$ cat src/common/cpu_pkg.sv
`default_nettype none

package cpu_pkg;

	typedef logic [31:0] word_t;
	typedef logic [4:0] reg_addr_t;
	typedef logic [31:0] pc_t;
	// byte address with the low two bits dropped
	typedef logic [29:0] word_addr_t;

	localparam int IMEM_WORDS = 256;
	localparam int DMEM_WORDS = 256;
	localparam int REG_COUNT = 32;

	typedef enum logic [5:0] {
		op_ty_base = 6'b100000,
		op_addi    = 6'b101000,
		op_ori     = 6'b101100,
		op_xori    = 6'b101011,
		op_movi    = 6'b100010,
		op_lwi     = 6'b000010,
		op_swi     = 6'b001010,
		op_ty_ls   = 6'b011100,
		op_ty_b    = 6'b100110,
		op_jj      = 6'b100100
	} opcode_e;

	typedef enum logic [4:0] {
		base_add   = 5'b00000,
		base_sub   = 5'b00001,
		base_and   = 5'b00010,
		base_xor   = 5'b00011,
		base_or    = 5'b00100,
		base_slli  = 5'b01000,
		base_srli  = 5'b01001,
		base_rotri = 5'b01011
	} base_op_e;

	localparam logic [7:0] LS_LW = 8'h02;
	localparam logic [7:0] LS_SW = 8'h0a;
	localparam logic BR_BEQ = 1'b0;
	localparam logic BR_BNE = 1'b1;

	typedef enum logic [1:0] {pc_seq, pc_branch, pc_jump} pc_sel_e;

	typedef enum logic [2:0] {
		src2_reg_b,
		src2_imm,
		src2_imm_word,
		src2_rb_scaled,
		src2_reg_b_compare
	} src2_sel_e;

	typedef enum logic [1:0] {ext_shamt5, ext_sign15, ext_zero15, ext_sign20} ext_sel_e;

	typedef enum logic [1:0] {wb_alu, wb_imm, wb_mem} wb_sel_e;

	typedef enum logic [2:0] {
		ph_fetch,
		ph_decode,
		ph_execute,
		ph_memaccess,
		ph_writeback
	} phase_e;

	typedef enum logic [2:0] {
		alu_add,
		alu_sub,
		alu_and,
		alu_or,
		alu_xor,
		alu_srl,
		alu_sll,
		alu_ror
	} alu_op_e;

	typedef struct packed {
		alu_op_e   alu_op;
		src2_sel_e src2_sel;
		ext_sel_e  ext_sel;
		wb_sel_e   wb_sel;
		logic      dm_read;
		logic      dm_write;
		logic      reg_write;
		reg_addr_t ra;
		reg_addr_t rb;
		reg_addr_t rt;
	} ctrl_t;

	typedef struct packed {
		logic fetch;
		logic decode;
		logic execute;
		logic memaccess;
		logic writeback;
	} phase_en_t;

	typedef struct packed {
		reg_addr_t rt;
		word_t     data;
	} reg_write_t;

	typedef struct packed {
		word_addr_t addr;
		word_t      data;
	} mem_write_t;

endpackage

`default_nettype wire

$ cat src/controller/controller.sv
`default_nettype none

module controller (
	input  logic              clock,
	input  logic              reset,
	input  cpu_pkg::word_t    instr,
	input  logic              alu_zero,
	output cpu_pkg::word_t    ir,
	output cpu_pkg::phase_en_t phase,
	output cpu_pkg::ctrl_t    ctrl,
	output cpu_pkg::pc_sel_e  pc_select
);
	import cpu_pkg::*;

	phase_e state;
	phase_e state_next;

	always_ff @(posedge clock or posedge reset) begin
		if (reset) begin
			state <= ph_fetch;
		end else begin
			state <= state_next;
		end
	end

	always_comb begin
		phase = '0;
		case (state)
			ph_fetch: begin
				phase.fetch = 1'b1;
				state_next = ph_decode;
			end
			ph_decode: begin
				phase.decode = 1'b1;
				state_next = ph_execute;
			end
			ph_execute: begin
				phase.execute = 1'b1;
				state_next = ph_memaccess;
			end
			ph_memaccess: begin
				phase.memaccess = 1'b1;
				state_next = ph_writeback;
			end
			ph_writeback: begin
				phase.writeback = 1'b1;
				state_next = ph_fetch;
			end
			default: begin
				state_next = ph_fetch;
			end
		endcase
	end

	// instruction register held for the rest of the instruction
	always_ff @(posedge clock or posedge reset) begin
		if (reset) begin
			ir <= '0;
		end else if (phase.fetch) begin
			ir <= instr;
		end
	end

	always_comb begin
		ctrl = '0;
		ctrl.alu_op = alu_add;
		ctrl.src2_sel = src2_reg_b;
		ctrl.ext_sel = ext_shamt5;
		ctrl.wb_sel = wb_alu;
		ctrl.rt = ir[24:20];
		ctrl.ra = ir[19:15];
		ctrl.rb = ir[14:10];
		case (ir[30:25])
			op_ty_base: begin
				ctrl.reg_write = 1'b1;
				case (ir[4:0])
					base_add: ctrl.alu_op = alu_add;
					base_sub: ctrl.alu_op = alu_sub;
					base_and: ctrl.alu_op = alu_and;
					base_xor: ctrl.alu_op = alu_xor;
					base_or: ctrl.alu_op = alu_or;
					base_slli: begin
						ctrl.alu_op = alu_sll;
						ctrl.src2_sel = src2_imm;
					end
					base_srli: begin
						ctrl.alu_op = alu_srl;
						ctrl.src2_sel = src2_imm;
					end
					base_rotri: begin
						ctrl.alu_op = alu_ror;
						ctrl.src2_sel = src2_imm;
					end
					default: ctrl.reg_write = 1'b0;
				endcase
			end
			op_addi: begin
				ctrl.src2_sel = src2_imm;
				ctrl.ext_sel = ext_sign15;
				ctrl.reg_write = 1'b1;
			end
			op_ori: begin
				ctrl.alu_op = alu_or;
				ctrl.src2_sel = src2_imm;
				ctrl.ext_sel = ext_zero15;
				ctrl.reg_write = 1'b1;
			end
			op_xori: begin
				ctrl.alu_op = alu_xor;
				ctrl.src2_sel = src2_imm;
				ctrl.ext_sel = ext_zero15;
				ctrl.reg_write = 1'b1;
			end
			op_movi: begin
				ctrl.src2_sel = src2_imm;
				ctrl.ext_sel = ext_sign20;
				ctrl.wb_sel = wb_imm;
				ctrl.reg_write = 1'b1;
			end
			op_lwi: begin
				ctrl.src2_sel = src2_imm_word;
				ctrl.wb_sel = wb_mem;
				ctrl.dm_read = 1'b1;
				ctrl.reg_write = 1'b1;
			end
			op_swi: begin
				ctrl.src2_sel = src2_imm_word;
				ctrl.dm_write = 1'b1;
			end
			op_ty_ls: begin
				ctrl.src2_sel = src2_rb_scaled;
				ctrl.wb_sel = wb_mem;
				if (ir[7:0] == LS_LW) begin
					ctrl.dm_read = 1'b1;
					ctrl.reg_write = 1'b1;
				end else if (ir[7:0] == LS_SW) begin
					ctrl.dm_write = 1'b1;
				end
			end
			op_ty_b: begin
				// equality test through the subtract
				ctrl.alu_op = alu_sub;
				ctrl.src2_sel = src2_reg_b_compare;
			end
			default: begin
			end
		endcase
	end

	// zero flag is the one latched in execute
	always_comb begin
		case (ir[30:25])
			op_ty_b: begin
				if (ir[14] == BR_BEQ && alu_zero) begin
					pc_select = pc_branch;
				end else if (ir[14] == BR_BNE && !alu_zero) begin
					pc_select = pc_branch;
				end else begin
					pc_select = pc_seq;
				end
			end
			op_jj: pc_select = pc_jump;
			default: pc_select = pc_seq;
		endcase
	end

	phase_one_hot: assert property (@(posedge clock) disable iff (reset) $onehot(phase));

	no_read_write: assert property (@(posedge clock) disable iff (reset)
		!(ctrl.dm_read && ctrl.dm_write));

endmodule

`default_nettype wire

$ cat config.mk
export PLATFORM = sky130hd
export DESIGN_NAME = controller
export DESIGN_NICKNAME = d
export VERILOG_FILES = /design/src/common/cpu_pkg.sv /design/src/controller/controller.sv
export SDC_FILE = /design/constraint.sdc
export NUM_CORES = 1
export LEC_CHECK = 0
export BUFFER_PORTS_ARGS = -buffer_cell sky130_fd_sc_hd__buf_2
export CORE_ASPECT_RATIO = 1.4
export CORE_MARGIN = 2
export CORE_UTILIZATION = 48
export CTS_CLUSTER_DIAMETER = 120
export DETAILED_ROUTE_END_ITERATION = 8
export GPL_ROUTABILITY_DRIVEN = 1
export PLACE_DENSITY = 0.95
export SLEW_MARGIN = 15
export SYNTH_ARGS = -nofsm -noshare
export SYNTH_HDL_FRONTEND = slang
export SYNTH_SLANG_ARGS = --single-unit
$ cat constraint.sdc
create_clock -name clock -period 2.45 [get_ports clock]
set_input_delay 0.1225 -clock clock [delete_from_list [all_inputs] [get_ports clock]]
set_output_delay 0.1225 -clock clock [all_outputs]
set_load 0.01 [all_outputs]
======== After elaboration in Yosys (flattened, before gate mapping) ========
Cells that the tools add are included.
word-level totals
  register bits after elaboration ......... 35
  bits of input ports ..................... 35
operators by class
  equality and inequality tests ........... 23
  multiplexer cells ....................... 22
  bitwise logic cells ..................... 1
  reduce and logical (&&, ||, !) cells .... 12
operators by type and width
  operator              count
  $eq A6 B6 Y1 const B  7
  $pmux W3 S4           2
  $pmux W3 S7           1
  $eq A5 B4 Y1 const B  3
  $pmux W3 S5           1
  $mux W1               12
  $eq A5 B2 Y1 const B  2
  $eq A8 B2 Y1 const B  1
  $eq A8 B4 Y1 const B  1
  $pmux W2 S2           2
  $reduce_or A8 Y1      1
  $eq A3 B2 Y1 const B  2
  $eq A6 B2 Y1 const B  1
  $eq A6 B4 Y1 const B  1
  $eq A6 B5 Y1 const B  1
  $pmux W2 S3           1
  $reduce_or A2 Y1      3
  $eq A5 B1 Y1 const B  1
  $eq A5 B3 Y1 const B  1
  $logic_not A5 Y1      1
  $reduce_or A5 Y1      1
  $pmux W1 S2           2
  $reduce_or A4 Y1      1
  $eq A3 B1 Y1 const B  1
  7 further kinds       8

======== Longest topological paths before layout ========
Gate-level depths: netlist of the first run.
  depth after elaboration ................. 5
  mapped depth ............................ 5

======== Worst setup path before layout of the first run ========
Ideal clock, no wire load.
  path kind ............................... register to output
  from .................................... register ir[26]
  to ...................................... output port ctrl[22] (netlist name)
  data arrival time ....................... 1.417 ns
  required time ........................... 2.328 ns
  setup slack ............................. 0.911 ns
  cell stages (with the launch flop) ...... 5
  path buffers ............................ 1
  cell sequence ........................... dfrtp_1 -> buf_6 -> nor4_2 -> nand3_1 -> o311ai_1
RTL lines
  item                    line              text
  from (decl)             controller.sv:8   output cpu_pkg::word_t ir,
  from (signal assigned)  controller.sv:60  ir <= instr;
  to (decl)               controller.sv:10  output cpu_pkg::ctrl_t ctrl,

==> results of run 1 <==
==> final timing paths <==
| kind | slack (ps) | cells past startpoint | start | end |
|---|---|---|---|---|
| hold reg to reg | 510 | 1 | ir[8]$_DFFE_PP0P_ | ir[8]$_DFFE_PP0P_ |
| max in group asynchronous | 1260 | 4 | reset | state[0]$_DFF_PP0_ |
| setup / recovery | 400 | 5 | ir[26]$_DFFE_PP0P_ | ctrl[15] |
| min in group asynchronous | 500 | 3 | reset | ir[24]$_DFFE_PP0P_ |
| setup reg to reg | 790 | 3 | state[1]$_DFF_PP0_ | ir[18]$_DFFE_PP0P_ |
| hold / removal | 60 | 3 | instr[2] | ir[2]$_DFFE_PP0P_ |
==> cells by family after synthesis <==
group / share of synthesized area
AND/OR/NAND/NOR: 0.162
flip-flops: 0.477
XOR/XNOR: 0.0143
buffers and inverters: 0.0941
multiplexers: 0.202
AO/OA/AOI/OAI: 0.0498
==> through the flow <==
stage	instances	hold WS, ps	utilization	total power [mW]	instance area [sq um]
global placement	278	259	0.620	0.807	2260
CTS	287	56.1	0.650	1.26	2370
global route	287	57.7	0.650	1.31	2370
floorplan	155	239	-	0.747	1830
detailed placement	278	265	0.620	0.816	2260
finish	287	55.6	0.650	1.26	2370
==> layer usage <==
metal	up-vias	wire length, um	track usage
met2	66	2430	0.380
met5	-	0	0
met1	726	1600	0.224
li1	716	-	-
met3	6	337	0.0540
met4	0	59	0.0595
==> flip-flops by register name (all words and copies together), names as in the netlist <==
| name | cells |
|---|---|
| state | 3 |
| ir | 32 |
==> synth_stat cells (3+ instances only) <==
| cell | n |
|---|---|
| dfrtp_1 | 35 |
| mux2_2 | 30 |
| buf_4 | 18 |
| nor3_1 | 6 |
| nand2_1 | 5 |
| nor2_1 | 5 |
| o21ai_0 | 5 |
| nand2b_1 | 4 |
| nand3_1 | 4 |
| buf_2 | 3 |
| inv_1 | 3 |
| nand3b_1 | 3 |
| nand4_1 | 3 |
| xnor2_1 | 3 |
==> critical path: stages (launching register included) <==
cell	delay (ps)
dfrtp_1	590
nand2b_1	180
or4b_4	560
o31ai_4	70
nand3b_1	120
buf_2	120
==> area by class of cell <==
class | instances | area [sq um]
Multi-Input combinational cell | 95 | 786
Timing Repair Buffer | 104 | 543
Inverter | 3 | 11.3
Tap cell | 42 | 52.6
Fill cell | 286 | 1270
Clock buffer | 8 | 100
Sequential cell | 35 | 876
==> report_power, final <==
group	leakage [nW]	total [mW]	switching (mW)	internal, mW
Sequential	0.410	0.640	0.0359	0.605
Clock	0.0515	0.452	0.195	0.257
Combinational	0.720	0.165	0.0803	0.0842
==> run metrics, run 1 <==
status=finished clean; Worst-Skew Late Latency=280 ps; gr ovfl total=0; endpoints failing setup=0; highest net fanout along the worst path=12; Clock Pin Slew Worst Setup and Hold Paths=70 ps; clk_skew=7.55 ps; most common cell after layout, fill and taps aside=buf_2; initial DRC count=35; # Post-CTS Setup Buffers=0; Lkg Pwr=1.18 nW; worst-case clock buffer depth=2; EDFF count, synth=0; n_diodes=0; Hold Path Class=in -> reg; core area=3640 sq um; min cycle time layout=2050 ps; FMAX=0.488 GHz; Worst Path Arrival=1930 ps; GRT Util Overall=0.205; Req. time, crit path=2330 ps; RSZ-0062 raised after global routing=false; Mapped Avg Cell Area=11.8 sq um; Synth async-reset ratio=1.00; WL final=4430 um; Setup Crit Path Kind=reg -> out; most frequent cells in the layout=101 x buf_2, 35 x dfrtp_1, 30 x mux2_2; register area share after synthesis=0.477; global placer's final weighted congestion=0.746; Routed Antenna Nets=0; DRC Markers=0; first-pass GRT wire length=between 6000 and 7000 um; hold buffers post-CTS=1; syn_nets=190; Synthesis Warnings=0; Layout Area Growth over Synthesis=29.1%; Mapped Cells=between 150 and 200; vias in the first global route=1,477; WL/cell=15.4 um; number of synthesized register bits=35; measured slew at the worst slew-check pin=~700 ps; Initial Util=0.503; final setup TNS=0 ps; IO Pins=about 100; layout cells sized above 1=0.600; Final Hold Viols=0; max capacitance violation total=0; post-synth top area share=0.477; post-DP HPWL=3480 um; die span in x=56.2 um; Max H-tree Level=2; CTS Sinks=35; CTS root buf=clkbuf_8; DR vias=1,514; fin nets=279; pin count of the biggest net entering global routing=27; synth unique cells=36; Setup crit end kind=output port; synth top area cells=dfrtp_1 48%, mux2_2 18%, buf_4 7.4%; post-cts resize count=0; Max-slew headroom=0.532; die area=4340 sq um; max-slew violation count=0; Chip Height=77.1 um; # rows=26; initial antenna violation count=0; TritonCTS clock tree=built; Mapped Area=1830 sq um; Inserted Clock Buffers=5; pre-CTS WS=717 ps; Tcrit/Tclk final=0.836; Max VDD drop=0.525 mV; largest area contributor in the netlist=dfrtp_1; Setup WS post-layout=~400 ps; nature of the critical path startpoint=flop; port buffer count=101; PD cells=approximately 530 nW/um^2; predominant post-synthesis flop cell=dfrtp_1; drt via density=around 5.3; first drt pass iteration count=4
Power figures use the tool's default switching activity.
==> inputs of run 2 (changes only) <==
- CORE_UTILIZATION: 48 -> 44
- PLACE_DENSITY: 0.95 -> 0.9
- clock period: 2.45 -> 2.1 ns (I/O delays scaled with it)
==> run 2 against run 1 <==
  * Critical endpoint unchanged
  * Sequential power grew 16%
  * Total power grew 16%
  * Critical path type unchanged
  * Largest cell class unchanged
  * Cell area grew 0.42%
==> run metrics, run 2 (synthesis results as in run 1) <==
DR vias=1,492; Setup Crit Path Kind=reg -> out; Sw Pwr=358 uW; die area=4710 sq um; largest register by flop count=ir; drt via density=5.16; Tcrit/Tclk final=0.926; Final Hold Viols=0; Inserted Clock Buffers=5; final setup TNS=0 ps; Setup crit end kind=output port; CP Buf/Inv Count=1; Register Area=877 sq um; r2r setup slk=roughly 470 ps; port buffer count=101; Levels on crit path=5; CTS Sinks=35; Sequential Power Share=0.509; clock group share of total power=0.359; Chip Height=approximately 80 um; Req. time, crit path=2000 ps; nature of the critical path startpoint=flop; measured slew at the worst slew-check pin=462 ps; fillers=~360; Layout Area Growth over Synthesis=29.7%; n_diodes=0; GRT Util Overall=0.190; first drt pass iteration count=4; Final Cell Area=2380 sq um; Largest regs=ir: 32 flops, state: 3 flops; CTS root buf=clkbuf_8; Max H-tree Level=2; Worst Path Arrival=roughly 1800 ps; first-pass GRT wire length=6800 um; Clock Pin Slew Worst Setup and Hold Paths=70 ps; clk_skew=5.47 ps; Critical Path Max Stage Delay=600 ps; fin nets=280; Final Util=0.602; # rows=27; max reg flops=32; RSZ-0062 raised after global routing=false; FMAX=0.514 GHz; worst setup path end=ctrl[15]; status=finished clean; hold depth=2; Lkg Pwr=1.19 nW; combinational cell fraction of total power=0.132; IO Pins=102; TritonCTS clock tree=built; max-slew violation count=0; R2R Path Start=state[1]$_DFF_PP0_; global placer's final weighted congestion=0.912; WL final=between 4000 and 5000 um; core area=~4000 sq um; WL/cell=~14 um; Max-slew headroom=0.691; initial antenna violation count=0; Max VDD drop=0.539 mV; worst path cell trace=and3_1, nand4_1, o31ai_4, nand3b_1, buf_2; DRC Markers=0; most common cell after layout, fill and taps aside=buf_2; post-DP HPWL=3230 um; vias in the first global route=1,471; PD cells=615 nW/um^2; crit path from=ir[28]$_DFFE_PP0P_; highest net fanout along the worst path=13; gr ovfl total=0; Routed Antenna Nets=0; Crit-path slowest cell=dfrtp_1; max capacitance violation total=0; endpoints failing setup=0; min cycle time layout=roughly 2000 ps; internal power=approximately 1.1 mW; Initial Util=0.464; multi-input logic area=786 sq um; Hold Path Class=in -> reg; Worst-Skew Late Latency=280 ps; initial DRC count=62; die span in x=approximately 59 um; layout cells sized above 1=0.606; most frequent cells in the layout=101 x buf_2, 34 x dfrtp_1, 30 x mux2_2; worst-case clock buffer depth=2; pin count of the biggest net entering global routing=36; Worst path top cell family by delay=simple AND/OR/NAND/NOR gates; Post-DP Area=2270 sq um; r2r worst-path depth=3; RR Endpoint=ir[31]$_DFFE_PP0P_; Switching Share=0.245
run 2: worst min-delay path by stage:
stage | startpoint | slack (ps) | to
2_1_floorplan | instr[2] | 220 | ir[2]$_DFFE_PP0P_
3_3_place_gp | reset | 220 | ir[24]$_DFFE_PP0P_
3_5_place_dp | reset | 230 | ir[21]$_DFFE_PP0P_
4_1_cts | instr[27] | 20 | ir[27]$_DFFE_PP0P_
5_1_grt | instr[27] | 30 | ir[27]$_DFFE_PP0P_
6_report | instr[27] | 40 | ir[27]$_DFFE_PP0P_
run 2: layout make-up:
cell class	count	area share
tap	43	0.0226
inverter	3	0.00473
timing repair buffer	105	0.231
clock buffer	8	0.0421
multi-input combinational	95	0.330
sequential	35	0.369
run 2: timing repair:
action	in CTS	in global routing
endpoints found under the setup margin	0	1
hold buffers	1	0
endpoints found under the hold margin	35	0
buffers inserted	0	0
resized for setup	0	1
run 2: power by group through the flow:
stage	combinational (mW)	clock, mW	sequential [mW]
5_1_grt	0.214	0.576	0.749
3_5_place_dp	0.195	0	0.756
3_3_place_gp	0.190	0	0.753
4_1_cts	0.197	0.549	0.743
6_report	0.193	0.525	0.743
2_1_floorplan	0.111	0	0.760
run 2: layer usage:
layer	vias to the layer above	track usage	share of wire
li1	714	-	-
met5	-	0	0
met2	63	0.338	0.55
met4	0	0.0977	0.028
met1	705	0.208	0.35
met3	10	0.0403	0.068
run 2: per-stage QoR:
step	power, mW	worst slack [ps]	hold WS [ps]	instances
floorplan	0.872	578	222	155
global placement	0.943	429	223	280
detailed placement	0.951	393	227	280
CTS	1.49	72.1	21.5	289
global route	1.54	59.3	25.0	289
finish	1.46	155	37.5	289
==> inputs of run 3 (changes only) <==
- CORE_UTILIZATION: 44 -> 48
- PLACE_DENSITY: 0.9 -> 0.95
- clock period: 2.1 -> 2.4 ns (I/O delays scaled with it)
==> run 3 against run 2 <==
  * Routed wire length rose by 6.6%
  * Worst setup slack improved by 190 ps
  * Via count rose by 0.20%
  * Sequential power fell by 12%
  * Largest power group unchanged
  * Register-to-register slack improved by 220 ps
==> run metrics, run 3 (synthesis results as in run 1) <==
status=finished clean; die span in x=roughly 56 um; die area=4340 sq um; Hold Path Class=in -> reg; # Post-CTS Setup Buffers=0; Lkg Pwr=1.18 nW; Inserted Clock Buffers=5; measured slew at the worst slew-check pin=700 ps; Layout Area Growth over Synthesis=29.1%; # rows=26; Tcrit/Tclk final=0.857; Setup WS post-layout=between 300 and 400 ps; n_diodes=0; RSZ-0062 raised after global routing=false; most frequent cells in the layout=101 x buf_2, 35 x dfrtp_1, 30 x mux2_2; global placer's final weighted congestion=0.745; Max-slew headroom=0.533; worst hold slack=44.8 ps; gr ovfl total=0; pin count of the biggest net entering global routing=27; WL final=4430 um; DR vias=1,495; max reg flops=32; max capacitance violation total=0; most common cell after layout, fill and taps aside=buf_2; Max VDD drop=approximately 0.54 mV; layout cells sized above 1=0.600; max-slew violation count=0; final setup TNS=0 ps; pre-CTS WS=approximately 650 ps; highest net fanout along the worst path=12; CTS Sinks=35; largest register by flop count=ir; core area=around 3600 sq um; endpoints failing setup=0; IO Pins=102; Chip Height=between 70 and 80 um; port buffer count=101; post-DP HPWL=roughly 3500 um; first drt pass iteration count=4; GRT Util Overall=0.212; hold depth=3; Initial Util=0.503; CTS root buf=clkbuf_8; Setup crit end kind=output port; Req. time, crit path=~2300 ps; initial DRC count=22; min cycle time layout=approximately 2100 ps; Setup Crit Path Kind=reg -> out; drt via density=approximately 5.2; r2r worst-path depth=3; TritonCTS clock tree=built; fin nets=279; DRC Markers=0; Clock Pin Slew Worst Setup and Hold Paths=70 ps; Worst-Skew Late Latency=280 ps; first-pass GRT wire length=approximately 7200 um; initial antenna violation count=0; WL/cell=15.4 um; Final Hold Viols=0; r2r setup slk=690 ps; Worst Path Arrival=1940 ps; FMAX=about 0.49 GHz; Largest regs=ir: 32 flops, state: 3 flops; Max H-tree Level=2; vias in the first global route=1,570; PD cells=approximately 540 nW/um^2; nature of the critical path startpoint=flop; Routed Antenna Nets=0; clk_skew=about 2.9 ps; worst-case clock buffer depth=2
[run 3: cell count changes in the layout (fill, tap and decap cells not counted)]
cell	before	now
buf_4	2	1
dfrtp_1	34	35
dfrtp_2	1	0
[run 3: worst paths after layout]
path,to,from
hold reg to reg,ir[31]$_DFFE_PP0P_,ir[31]$_DFFE_PP0P_
setup reg to reg,ir[7]$_DFFE_PP0P_,state[1]$_DFF_PP0_
max in group asynchronous,ir[28]$_DFFE_PP0P_,reset
min in group asynchronous,state[0]$_DFF_PP0_,reset
setup / recovery,ctrl[15],ir[26]$_DFFE_PP0P_
hold / removal,ir[2]$_DFFE_PP0P_,instr[2]
[run 3: cell type report]
class	instances	area (sq um)
Inverter	3	11.3
Tap cell	42	52.6
Sequential cell	35	876
Clock buffer	8	100
Timing Repair Buffer	104	543
Multi-Input combinational cell	95	786
Fill cell	285	1270
[run 3: worst max-delay path, cell delays in order, from the launching register on]
cell      delay, ps
dfrtp_1         590
nand2b_1        190
or4b_4          570
o31ai_4          70
nand3b_1        120
buf_2           120
[run 3: metrics by stage]
step                      total power [mW]  instances  utilization  instance area, sq um
final                                 1.28        287        0.650                  2370
after detailed placement             0.833        278        0.620                  2260
after global placement               0.824        278        0.620                  2260
after floorplan                      0.763        155            -                  1830
after CTS                             1.29        287        0.650                  2370
after global routing                  1.33        287        0.650                  2370
[run 3: where the power goes]
part,switching [mW],internal [mW],total (mW)
logic,0.0813,0.0859,0.167
clock network,0.196,0.262,0.458
registers,0.0374,0.617,0.655
[run 3: repair_timing]
item                                   in CTS  in global routing
hold buffers                                1                  0
endpoints found under the hold margin      19                  0
resized for setup                           0                  0
[run 3: layer usage]
metal / global-route usage / part of all wire
met5: 0 / 0
met4: 0.0786 / 0.017
met3: 0.0422 / 0.059
met2: 0.401 / 0.55
met1: 0.224 / 0.38
